## src/logic/rob_cfg_pkg.sv

```systemverilog
// buffer sizes, index and pointer types, default exception vector
package rob_cfg_pkg;

  // ================================================
  // sizes
  // ================================================
  // entries, keep a power of two so the pointers wrap on their own
  parameter int ROB_DEPTH   = 8;
  parameter int ALLOC_WIDTH = 2;
  parameter int CMT_WIDTH   = 2;

  parameter int IDX_W = $clog2(ROB_DEPTH);
  parameter int CNT_W = $clog2(ROB_DEPTH + 1);

  // ================================================
  // index types
  // ================================================
  typedef logic [IDX_W-1:0] rob_idx_t;
  // top bit is the wrap bit
  typedef logic [IDX_W:0]   rob_ptr_t;
  // 0 .. ROB_DEPTH
  typedef logic [CNT_W-1:0] rob_cnt_t;

  // fetch restarts here on any exception
  parameter logic [31:0] EXC_VECTOR_DEFAULT = 32'h1c00_0000;

endpackage

```

## src/logic/rob_entry_pkg.sv

```systemverilog
// entry payload, writeback status and commit slot structs
package rob_entry_pkg;

  // ================================================
  // entry payload
  // ================================================
  // static part, written once by decode
  typedef struct packed {
    logic [31:0] pc;
    logic [4:0]  dest;
    logic        is_branch;
    logic        is_store;
  } rob_info_t;

  // ================================================
  // writeback status
  // ================================================
  // cleared at allocation, filled by the writeback ports
  typedef struct packed {
    logic        complete;
    // exception seen in decode or in the memory stage
    logic        excp;
    // branch mispredict, fetch restarts at target
    logic        redirect;
    logic [31:0] target;
    logic [31:0] result;
  } rob_status_t;

  // ================================================
  // commit slot
  // ================================================
  typedef struct packed {
    logic        valid;
    logic [31:0] pc;
    logic [4:0]  dest;
    logic [31:0] result;
  } rob_cmt_t;

endpackage

```

## src/logic/rob_head_if.sv

```systemverilog
// head pointer, occupancy and commit control shared by the buffer blocks
`timescale 1ns/100ps

interface rob_head_if ();
  import rob_cfg_pkg::*;

  rob_ptr_t                   head;
  rob_cnt_t                   occupancy;
  // entries retired this cycle, 0 .. CMT_WIDTH
  logic [$clog2(CMT_WIDTH):0] commit_cnt;
  // empty the buffer at the end of the cycle
  logic                       clear;
  // refuse new allocations
  logic                       hold;

  modport ptr (output head, output occupancy,
               input commit_cnt, input clear, input hold);
  modport cmt (input occupancy,
               output commit_cnt, output clear, output hold);
  modport wb  (input head);
  modport rd  (input head);

endinterface

```

## src/logic/rob_ptr_ctrl.sv

```systemverilog
// head and tail pointers, occupancy count and allocation handshake
`timescale 1ns/100ps

module rob_ptr_ctrl #(
  parameter int DEPTH = rob_cfg_pkg::ROB_DEPTH
) (
  input  logic                                              clk,
  input  logic                                              rst_n,
  input  logic [rob_cfg_pkg::ALLOC_WIDTH-1:0]               alloc_valid,
  output logic                                              alloc_ready,
  output rob_cfg_pkg::rob_ptr_t [rob_cfg_pkg::ALLOC_WIDTH-1:0] alloc_idx,
  rob_head_if.ptr                                           head_if
);
  import rob_cfg_pkg::*;

  rob_ptr_t head_q;
  rob_ptr_t tail_q;
  rob_cnt_t occ_q;
  // slots taken this cycle
  rob_cnt_t alloc_cnt;
  rob_cnt_t cmt_cnt;

  // room for a full decode group, and no flush in progress
  assign alloc_ready = !head_if.hold && (occ_q <= rob_cnt_t'(DEPTH - ALLOC_WIDTH));

  always_comb begin
    alloc_cnt = '0;
    if (alloc_ready) begin
      for (int i = 0; i < ALLOC_WIDTH; i++) begin
        alloc_cnt = alloc_cnt + rob_cnt_t'(alloc_valid[i]);
      end
    end
  end

  assign cmt_cnt = rob_cnt_t'(head_if.commit_cnt);

  // slot i lands i entries past the tail
  always_comb begin
    for (int i = 0; i < ALLOC_WIDTH; i++) begin
      alloc_idx[i] = tail_q + rob_ptr_t'(i);
    end
  end

  always_ff @(posedge clk or negedge rst_n) begin
    if (!rst_n) begin
      head_q <= '0;
      tail_q <= '0;
      occ_q  <= '0;
    end else if (head_if.clear) begin
      head_q <= '0;
      tail_q <= '0;
      occ_q  <= '0;
    end else begin
      head_q <= head_q + rob_ptr_t'(cmt_cnt);
      tail_q <= tail_q + rob_ptr_t'(alloc_cnt);
      occ_q  <= occ_q + alloc_cnt - cmt_cnt;
    end
  end

  assign head_if.head      = head_q;
  assign head_if.occupancy = occ_q;

endmodule

```

## src/logic/rob_entry_ram.sv

```systemverilog
// register-array entry storage, several write ports, head and head+1 reads
`timescale 1ns/100ps

module rob_entry_ram #(
  parameter int  DEPTH   = rob_cfg_pkg::ROB_DEPTH,
  parameter int  N_WR    = 2,
  parameter type entry_t = logic
) (
  input  logic                                 clk,
  input  logic [N_WR-1:0]                      wr_en,
  input  rob_cfg_pkg::rob_idx_t [N_WR-1:0]     wr_idx,
  input  entry_t [N_WR-1:0]                    wr_data,
  input  rob_cfg_pkg::rob_idx_t                rd_head,
  output entry_t [1:0]                         rd_data
);
  import rob_cfg_pkg::*;

  entry_t   mem [DEPTH];
  // entry behind the head, wraps at the last slot
  rob_idx_t rd_next;

  // ================================================
  // write ports
  // ================================================
  // later ports are assigned last, so the higher port number wins
  always_ff @(posedge clk) begin
    for (int w = 0; w < N_WR; w++) begin
      if (wr_en[w]) begin
        mem[wr_idx[w]] <= wr_data[w];
      end
    end
  end

  // ================================================
  // read ports
  // ================================================
  always_comb begin
    if (rd_head == rob_idx_t'(DEPTH - 1)) begin
      rd_next = '0;
    end else begin
      rd_next = rd_head + 1'b1;
    end
  end

  assign rd_data[0] = mem[rd_head];
  assign rd_data[1] = mem[rd_next];

endmodule

```

## src/logic/rob_wb_merge.sv

```systemverilog
// allocation and writeback strobes mapped onto the status write ports
`timescale 1ns/100ps

module rob_wb_merge (
  input  logic [rob_cfg_pkg::ALLOC_WIDTH-1:0]                   alloc_valid,
  input  logic [rob_cfg_pkg::ALLOC_WIDTH-1:0]                   alloc_excp,
  input  logic                                                  alloc_ok,
  input  rob_cfg_pkg::rob_ptr_t [rob_cfg_pkg::ALLOC_WIDTH-1:0]  alloc_idx,
  input  logic [1:0]                                            alu_wb_valid,
  input  rob_cfg_pkg::rob_ptr_t [1:0]                           alu_wb_idx,
  input  logic [1:0][31:0]                                      alu_wb_result,
  input  logic [1:0]                                            alu_wb_redirect,
  input  logic [1:0][31:0]                                      alu_wb_target,
  input  logic                                                  mem_wb_valid,
  input  rob_cfg_pkg::rob_ptr_t                                 mem_wb_idx,
  input  logic [31:0]                                           mem_wb_result,
  input  logic                                                  mem_wb_excp,
  input  logic                                                  mem_wb_is_store,
  output logic                                                  mem_wb_ready,
  rob_head_if.wb                                                head_if,
  output logic [rob_cfg_pkg::ALLOC_WIDTH+2:0]                   st_wr_en,
  output rob_cfg_pkg::rob_idx_t [rob_cfg_pkg::ALLOC_WIDTH+2:0]  st_wr_idx,
  output rob_entry_pkg::rob_status_t [rob_cfg_pkg::ALLOC_WIDTH+2:0] st_wr_data
);
  import rob_cfg_pkg::*;

  // port map: allocation slots first, then the two ALUs, memory last
  localparam int ALU_PORT = ALLOC_WIDTH;
  localparam int MEM_PORT = ALLOC_WIDTH + 2;

  // stores only write back once they are the oldest entry
  assign mem_wb_ready = !mem_wb_is_store || (mem_wb_idx == head_if.head);

  always_comb begin
    st_wr_en   = '0;
    st_wr_idx  = '0;
    st_wr_data = '0;

    // fresh status, a decode exception counts as done
    for (int i = 0; i < ALLOC_WIDTH; i++) begin
      st_wr_en[i]            = alloc_valid[i] && alloc_ok;
      st_wr_idx[i]           = alloc_idx[i][IDX_W-1:0];
      st_wr_data[i].complete = alloc_excp[i];
      st_wr_data[i].excp     = alloc_excp[i];
    end

    // alu results, always accepted
    for (int a = 0; a < 2; a++) begin
      st_wr_en[ALU_PORT+a]            = alu_wb_valid[a];
      st_wr_idx[ALU_PORT+a]           = alu_wb_idx[a][IDX_W-1:0];
      st_wr_data[ALU_PORT+a].complete = 1'b1;
      st_wr_data[ALU_PORT+a].redirect = alu_wb_redirect[a];
      st_wr_data[ALU_PORT+a].target   = alu_wb_target[a];
      st_wr_data[ALU_PORT+a].result   = alu_wb_result[a];
    end

    // memory port, may raise an exception
    st_wr_en[MEM_PORT]            = mem_wb_valid && mem_wb_ready;
    st_wr_idx[MEM_PORT]           = mem_wb_idx[IDX_W-1:0];
    st_wr_data[MEM_PORT].complete = 1'b1;
    st_wr_data[MEM_PORT].excp     = mem_wb_excp;
    st_wr_data[MEM_PORT].result   = mem_wb_result;
  end

endmodule

```

## src/logic/rob_commit_fsm.sv

```systemverilog
// in-order commit selection and the run/flush state machine
`timescale 1ns/100ps

module rob_commit_fsm #(
  parameter logic [31:0] EXC_VECTOR = rob_cfg_pkg::EXC_VECTOR_DEFAULT
) (
  input  logic                                                     clk,
  input  logic                                                     rst_n,
  input  rob_entry_pkg::rob_info_t [rob_cfg_pkg::CMT_WIDTH-1:0]    info,
  input  rob_entry_pkg::rob_status_t [rob_cfg_pkg::CMT_WIDTH-1:0]  status,
  rob_head_if.cmt                                                  head_if,
  output rob_entry_pkg::rob_cmt_t [rob_cfg_pkg::CMT_WIDTH-1:0]     cmt,
  output logic                                                     flush,
  output logic [31:0]                                              flush_target
);
  import rob_cfg_pkg::*;

  typedef enum logic {
    ST_RUN,
    ST_FLUSH
  } state_t;

  state_t                 state_q;
  logic [31:0]            target_q;
  logic [CMT_WIDTH-1:0]   cmt_ok;
  // entry ends the commit group and triggers a flush
  logic [CMT_WIDTH-1:0]   kill;

  // ================================================
  // commit selection
  // ================================================
  always_comb begin
    for (int i = 0; i < CMT_WIDTH; i++) begin
      kill[i] = status[i].excp || status[i].redirect;
    end

    cmt_ok[0] = (state_q == ST_RUN) &&
                (head_an_entry()) &&
                status[0].complete;

    // second slot only behind a plain, non-branch first slot
    cmt_ok[1] = cmt_ok[0] &&
                (head_if.occupancy >= rob_cnt_t'(2)) &&
                status[1].complete &&
                !info[0].is_branch &&
                !kill[0] &&
                !kill[1];
  end

  function automatic logic head_an_entry();
    return head_if.occupancy != '0;
  endfunction

  assign head_if.commit_cnt = {1'b0, cmt_ok[0]} + {1'b0, cmt_ok[1]};

  always_comb begin
    for (int i = 0; i < CMT_WIDTH; i++) begin
      cmt[i].valid  = cmt_ok[i];
      cmt[i].pc     = info[i].pc;
      cmt[i].dest   = info[i].dest;
      cmt[i].result = status[i].result;
    end
  end

  // ================================================
  // run / flush
  // ================================================
  always_ff @(posedge clk or negedge rst_n) begin
    if (!rst_n) begin
      state_q <= ST_RUN;
    end else if (state_q == ST_FLUSH) begin
      state_q <= ST_RUN;
    end else if (cmt_ok[0] && kill[0]) begin
      state_q <= ST_FLUSH;
    end
  end

  // exception wins over a redirect on the same entry
  always_ff @(posedge clk) begin
    if (cmt_ok[0] && kill[0]) begin
      target_q <= status[0].excp ? EXC_VECTOR : status[0].target;
    end
  end

  assign flush        = (state_q == ST_FLUSH);
  assign flush_target = target_q;
  assign head_if.hold  = flush;
  assign head_if.clear = flush;

endmodule

```

## src/logic/rob_top.sv

```systemverilog
// reorder buffer top level, plain ports around pointer, RAM, merge and commit blocks
`timescale 1ns/100ps

module rob_top #(
  parameter int          DEPTH      = rob_cfg_pkg::ROB_DEPTH,
  parameter logic [31:0] EXC_VECTOR = rob_cfg_pkg::EXC_VECTOR_DEFAULT
) (
  input  logic                                                 clk,
  input  logic                                                 rst_n,
  input  logic [rob_cfg_pkg::ALLOC_WIDTH-1:0]                  alloc_valid,
  input  logic [rob_cfg_pkg::ALLOC_WIDTH-1:0][31:0]            alloc_pc,
  input  logic [rob_cfg_pkg::ALLOC_WIDTH-1:0][4:0]             alloc_dest,
  input  logic [rob_cfg_pkg::ALLOC_WIDTH-1:0]                  alloc_is_branch,
  input  logic [rob_cfg_pkg::ALLOC_WIDTH-1:0]                  alloc_is_store,
  input  logic [rob_cfg_pkg::ALLOC_WIDTH-1:0]                  alloc_excp,
  output logic                                                 alloc_ready,
  output rob_cfg_pkg::rob_ptr_t [rob_cfg_pkg::ALLOC_WIDTH-1:0] alloc_idx,
  input  logic [1:0]                                           alu_wb_valid,
  input  rob_cfg_pkg::rob_ptr_t [1:0]                          alu_wb_idx,
  input  logic [1:0][31:0]                                     alu_wb_result,
  input  logic [1:0]                                           alu_wb_redirect,
  input  logic [1:0][31:0]                                     alu_wb_target,
  input  logic                                                 mem_wb_valid,
  input  rob_cfg_pkg::rob_ptr_t                                mem_wb_idx,
  input  logic [31:0]                                          mem_wb_result,
  input  logic                                                 mem_wb_excp,
  input  logic                                                 mem_wb_is_store,
  output logic                                                 mem_wb_ready,
  output logic [rob_cfg_pkg::CMT_WIDTH-1:0]                    cmt_valid,
  output logic [rob_cfg_pkg::CMT_WIDTH-1:0][31:0]              cmt_pc,
  output logic [rob_cfg_pkg::CMT_WIDTH-1:0][4:0]               cmt_dest,
  output logic [rob_cfg_pkg::CMT_WIDTH-1:0][31:0]              cmt_result,
  output logic                                                 flush,
  output logic [31:0]                                          flush_target
);
  import rob_cfg_pkg::*;
  import rob_entry_pkg::*;

  localparam int N_ST = ALLOC_WIDTH + 3;

  rob_head_if head_if ();

  logic [ALLOC_WIDTH-1:0]                info_wr_en;
  rob_idx_t [ALLOC_WIDTH-1:0]            info_wr_idx;
  rob_info_t [ALLOC_WIDTH-1:0]           info_wr_data;
  rob_info_t [CMT_WIDTH-1:0]             info_rd;
  logic [N_ST-1:0]                       st_wr_en;
  rob_idx_t [N_ST-1:0]                   st_wr_idx;
  rob_status_t [N_ST-1:0]                st_wr_data;
  rob_status_t [CMT_WIDTH-1:0]           status_rd;
  rob_cmt_t [CMT_WIDTH-1:0]              cmt;

  // ================================================
  // decode payload into the info RAM
  // ================================================
  for (genvar i = 0; i < ALLOC_WIDTH; i++) begin : g_alloc
    assign info_wr_en[i]             = alloc_valid[i] && alloc_ready;
    assign info_wr_idx[i]            = alloc_idx[i][IDX_W-1:0];
    assign info_wr_data[i].pc        = alloc_pc[i];
    assign info_wr_data[i].dest      = alloc_dest[i];
    assign info_wr_data[i].is_branch = alloc_is_branch[i];
    assign info_wr_data[i].is_store  = alloc_is_store[i];
  end

  for (genvar i = 0; i < CMT_WIDTH; i++) begin : g_cmt
    assign cmt_valid[i]  = cmt[i].valid;
    assign cmt_pc[i]     = cmt[i].pc;
    assign cmt_dest[i]   = cmt[i].dest;
    assign cmt_result[i] = cmt[i].result;
  end

  rob_ptr_ctrl #(.DEPTH(DEPTH)) u_ptr (
    .clk         (clk),
    .rst_n       (rst_n),
    .alloc_valid (alloc_valid),
    .alloc_ready (alloc_ready),
    .alloc_idx   (alloc_idx),
    .head_if     (head_if.ptr)
  );

  rob_wb_merge u_merge (
    .alloc_valid     (alloc_valid),
    .alloc_excp      (alloc_excp),
    .alloc_ok        (alloc_ready),
    .alloc_idx       (alloc_idx),
    .alu_wb_valid    (alu_wb_valid),
    .alu_wb_idx      (alu_wb_idx),
    .alu_wb_result   (alu_wb_result),
    .alu_wb_redirect (alu_wb_redirect),
    .alu_wb_target   (alu_wb_target),
    .mem_wb_valid    (mem_wb_valid),
    .mem_wb_idx      (mem_wb_idx),
    .mem_wb_result   (mem_wb_result),
    .mem_wb_excp     (mem_wb_excp),
    .mem_wb_is_store (mem_wb_is_store),
    .mem_wb_ready    (mem_wb_ready),
    .head_if         (head_if.wb),
    .st_wr_en        (st_wr_en),
    .st_wr_idx       (st_wr_idx),
    .st_wr_data      (st_wr_data)
  );

  // static fields, written by decode only
  rob_entry_ram #(.DEPTH(DEPTH), .N_WR(ALLOC_WIDTH), .entry_t(rob_info_t)) u_info_ram (
    .clk     (clk),
    .wr_en   (info_wr_en),
    .wr_idx  (info_wr_idx),
    .wr_data (info_wr_data),
    .rd_head (head_if.head[IDX_W-1:0]),
    .rd_data (info_rd)
  );

  // status fields, allocation clears plus three writebacks
  rob_entry_ram #(.DEPTH(DEPTH), .N_WR(N_ST), .entry_t(rob_status_t)) u_status_ram (
    .clk     (clk),
    .wr_en   (st_wr_en),
    .wr_idx  (st_wr_idx),
    .wr_data (st_wr_data),
    .rd_head (head_if.head[IDX_W-1:0]),
    .rd_data (status_rd)
  );

  rob_commit_fsm #(.EXC_VECTOR(EXC_VECTOR)) u_commit (
    .clk          (clk),
    .rst_n        (rst_n),
    .info         (info_rd),
    .status       (status_rd),
    .head_if      (head_if.cmt),
    .cmt          (cmt),
    .flush        (flush),
    .flush_target (flush_target)
  );

endmodule

```

## config.mk

```make
export PLATFORM = sky130hd
export DESIGN_NAME = rob_top
export DESIGN_NICKNAME = d
export VERILOG_FILES = /design/src/logic/rob_cfg_pkg.sv /design/src/logic/rob_entry_pkg.sv /design/src/logic/rob_head_if.sv /design/src/logic/rob_ptr_ctrl.sv /design/src/logic/rob_entry_ram.sv /design/src/logic/rob_wb_merge.sv /design/src/logic/rob_commit_fsm.sv /design/src/logic/rob_top.sv
export SDC_FILE = /design/constraint.sdc
export NUM_CORES = 2
export LEC_CHECK = 0
export BUFFER_PORTS_ARGS = -buffer_cell sky130_fd_sc_hd__buf_4
export CORE_MARGIN = 1.5
export CORE_UTILIZATION = 25
export CTS_CLUSTER_SIZE = 24
export DETAILED_ROUTE_END_ITERATION = 8
export PLACE_DENSITY = 0.5
export SETUP_SLACK_MARGIN = 0.1
export SYNTH_ARGS = -nofsm -noshare
export SYNTH_HDL_FRONTEND = slang
export SYNTH_SLANG_ARGS = --single-unit
```

## constraint.sdc

```tcl
create_clock -name clk -period 3.9 [get_ports clk]
set_input_delay 0.195 -clock clk [delete_from_list [all_inputs] [get_ports clk]]
set_output_delay 0.195 -clock clk [all_outputs]
set_load 0.03 [all_outputs]
```

==> metrics.txt <==
outcome=complete, but fails checks; failing checks=DRC; kind of end point of the critical path=primary output; core area=0.197 mm²; largest net degree at the start of global routing=roughly 100; area of the multi-input gates=0.0233 mm²; Clk pin slew, worst setup/hold paths=0.06 ns; Syn Nets=4330; synth unique cells=67; nets=4809; Mapped Avg Cell Area=12.3 µm²; Async S/R FF share, synth=1.47%; Syn-to-layout area delta=27.3%; Leakage=0.0219 µW; H-tree Lvls=3; Slew Limit Fails=0; dpl hpwl=~120 mm; post-CTS setup buffers=0; Via Count=about 40000; pwr dens=748 mW/mm²; Detailed Routing Iterations Pass 1=9; commonest register cell after synthesis=edfxtp_1; CP Max Fanout=47; Final ANT Viol Nets=0; TNS Setup=0 ns; Detailed Route WL=between 200 and 250 mm; Yosys top cell by area=edfxtp_1; top cells by area, synth=edfxtp_1 36%, mux4_2 16%, dfxtp_1 11%; Final Skew=0.0390 ns; Slew HR=a little over a fifth; Crit Path Class=reg -> out; sequential cell area=between 0.02 and 0.025 mm²; CTS tree=done; Die Ht=449 µm; Peak VDD IR=774 µV; Ports=446; initial antenna violation count=70; share of cells above drive strength 1=33.6%; number of synthesized flops with an enable pin=600; Placed Area=approximately 0.056 mm²; # setup viols final=0; vias in the first global route=40300; hold crit path type=in -> reg; FF+latch count, synth=885; highest clock rate=269 MHz; # rows=around 160; gpl congestion=about 0.84; clock root buffer=clkbuf_16; crit path launch type=register; count leader, synth=edfxtp_1; required time worst endpoint=3.70 ns; number of DRC markers in iteration 0=5645; cts bufs inserted=104; WL per Instance=28.9 µm; first-pass GRT wire length=296 mm; Vias/cell=5.45; final instance area=roughly 0.063 mm²; RSZ-0062 raised after global routing=yes; Worst Tran Pin Value=1.17 ns; sequential share of the synthesized area=47.9%; worst hold slack=~0.089 ns; Final Critical Period=3.72 ns; Cells after Synth=4048; FILL cells=19800; top post-synthesis cells by count=600 x edfxtp_1, 487 x nand2_1, 374 x mux2_2; clk_lat worst skew=0.76 ns; GR Overflow Total=0; top cell type's share of synthesized area=roughly 36%; Synth warnings=0; Hold Fails Final Rpt=0; Syn Std Cell Area=0.0496 mm²; Remaining DRCs=between 70 and 80; die span in x=449 µm; Overall Global Routing Usage=about a fifth; I/O Buffers=between 400 and 500; clk sink count=between 800 and 900; Worst Path Arrival=3.53 ns; Final Power=47300 µW; die area=0.201 mm²; final worst-path cycle share=roughly 95%; Max clock buf depth=3; max_cap viols=0; Initial Util=around a quarter
==> cell usage in the layout (no fill, tap or decap), types with 11 or more instances in the layout <==
cell type / instances
dfxtp_1: 272
mux4_2: 347
ha_1: 12
diode_2: 36
a222oi_1: 264
buf_12: 57
dlygate4sd3_1: 383
bufinv_16: 13
mux2i_1: 41
mux2_2: 374
nor2b_1: 14
clkbuf_1: 19
clkinv_2: 19
a22oi_1: 256
buf_4: 526
nor2_1: 311
o21ai_0: 138
nor2_4: 13
edfxtp_1: 600
nand2_1: 487
o21ai_1: 123
clkinv_1: 18
clkbuf_16: 107
inv_1: 11
==> cells by family (layout without fill, tap and decap cells) <==
group | count (synthesis) | after routing | share of synthesized area, %
compound gates | 848 | 848 | 12.9
mux | 762 | 762 | 25.1
other cells | 0 | 36 | 0
flops | 885 | 885 | 47.9
xor+xnor | 11 | 11 | 0.239
buf+inv | 626 | 1194 | 5.95
simple gates | 897 | 897 | 7.42
fa+ha+maj | 19 | 19 | 0.539
==> what timing repair did <==
item / in CTS / in global routing
resized for setup: 16 / 4
setup endpoints to repair: 96 / 4
pin swaps: 0 / 0
endpoints found under the hold margin: 853 / 0
hold buffers: 383 / 0
==> critical path, stage by stage (launching register included) <==
cell and delay (ns):
dfrtp_4 0.57, ha_4 0.20, ha_4 0.15, nor2_4 0.20, clkbuf_8 0.40, buf_12 0.35, mux4_2 0.36, nand2_1 0.08
nand2_1 0.17, buf_4 0.23
==> state kept, by name (all words and copies together) (netlist names) <==
signal                   cells
u_status_ram.mem           536
u_commit.flush_target       32
u_ptr.tail_q                 4
u_info_ram.mem             304
u_ptr.head_if.head           4
u_commit.flush               1
u_ptr.head_if.occupancy      4
==> power by group <==
part	switching [µW]	internal [µW]	total (µW)
logic	13400	9640	23000
clock network	4340	6070	10400
registers	1150	12700	13800
==> worst paths after layout <==
path | startpoint | end | slack [ns] | cells past startpoint
max reg2reg | u_ptr.head_if.head[0] | u_ptr.head_if.occupancy[3] | 0.27 | 12
min reg2reg | u_status_ram.mem[2][60] | u_status_ram.mem[2][60] | 0.50 | 2
min | mem_wb_valid | u_status_ram.mem[6][64] | 0.09 | 5
max | u_ptr.head_if.head[1] | cmt_pc[51] | 0.18 | 9
min in group asynchronous | rst_n | u_ptr.tail_q[2] | 0.68 | 3
max in group asynchronous | rst_n | u_ptr.head_if.head[0] | 2.70 | 3
==> per-stage QoR <==
| step | setup slack [ns] | std cells | utilization, % |
|---|---|---|---|
| 3_5_place_dp | 0.262 | 6678 | 28.2 |
| 5_1_grt | 0.0978 | 7288 | 32.0 |
| 3_3_place_gp | 0.212 | 6678 | 28.2 |
| 2_1_floorplan | 0.124 | 4048 | - |
| 6_report | 0.176 | 7292 | 32.0 |
| 4_1_cts | 0.137 | 7256 | 32.0 |
==> cell type report <==
cell class	count	area share (%)
tap	2640	5.23
antenna	36	0.143
multi-input combinational	2537	36.8
clock inverter	60	1.12
clock buffer	135	4.55
inverter	22	0.137
sequential	885	37.7
timing repair buffer	977	14.3
==> routing by layer <==
layer	up-vias	share of wire (%)	GRT usage (%)
met3	566	7.4	3.41
met5	-	0.030	0.0947
met4	10	5.4	10.8
met2	2181	49	34.3
li1	16800	-	-
met1	20200	38	24.3
Note: power is estimated with default switching activity, not from simulation.
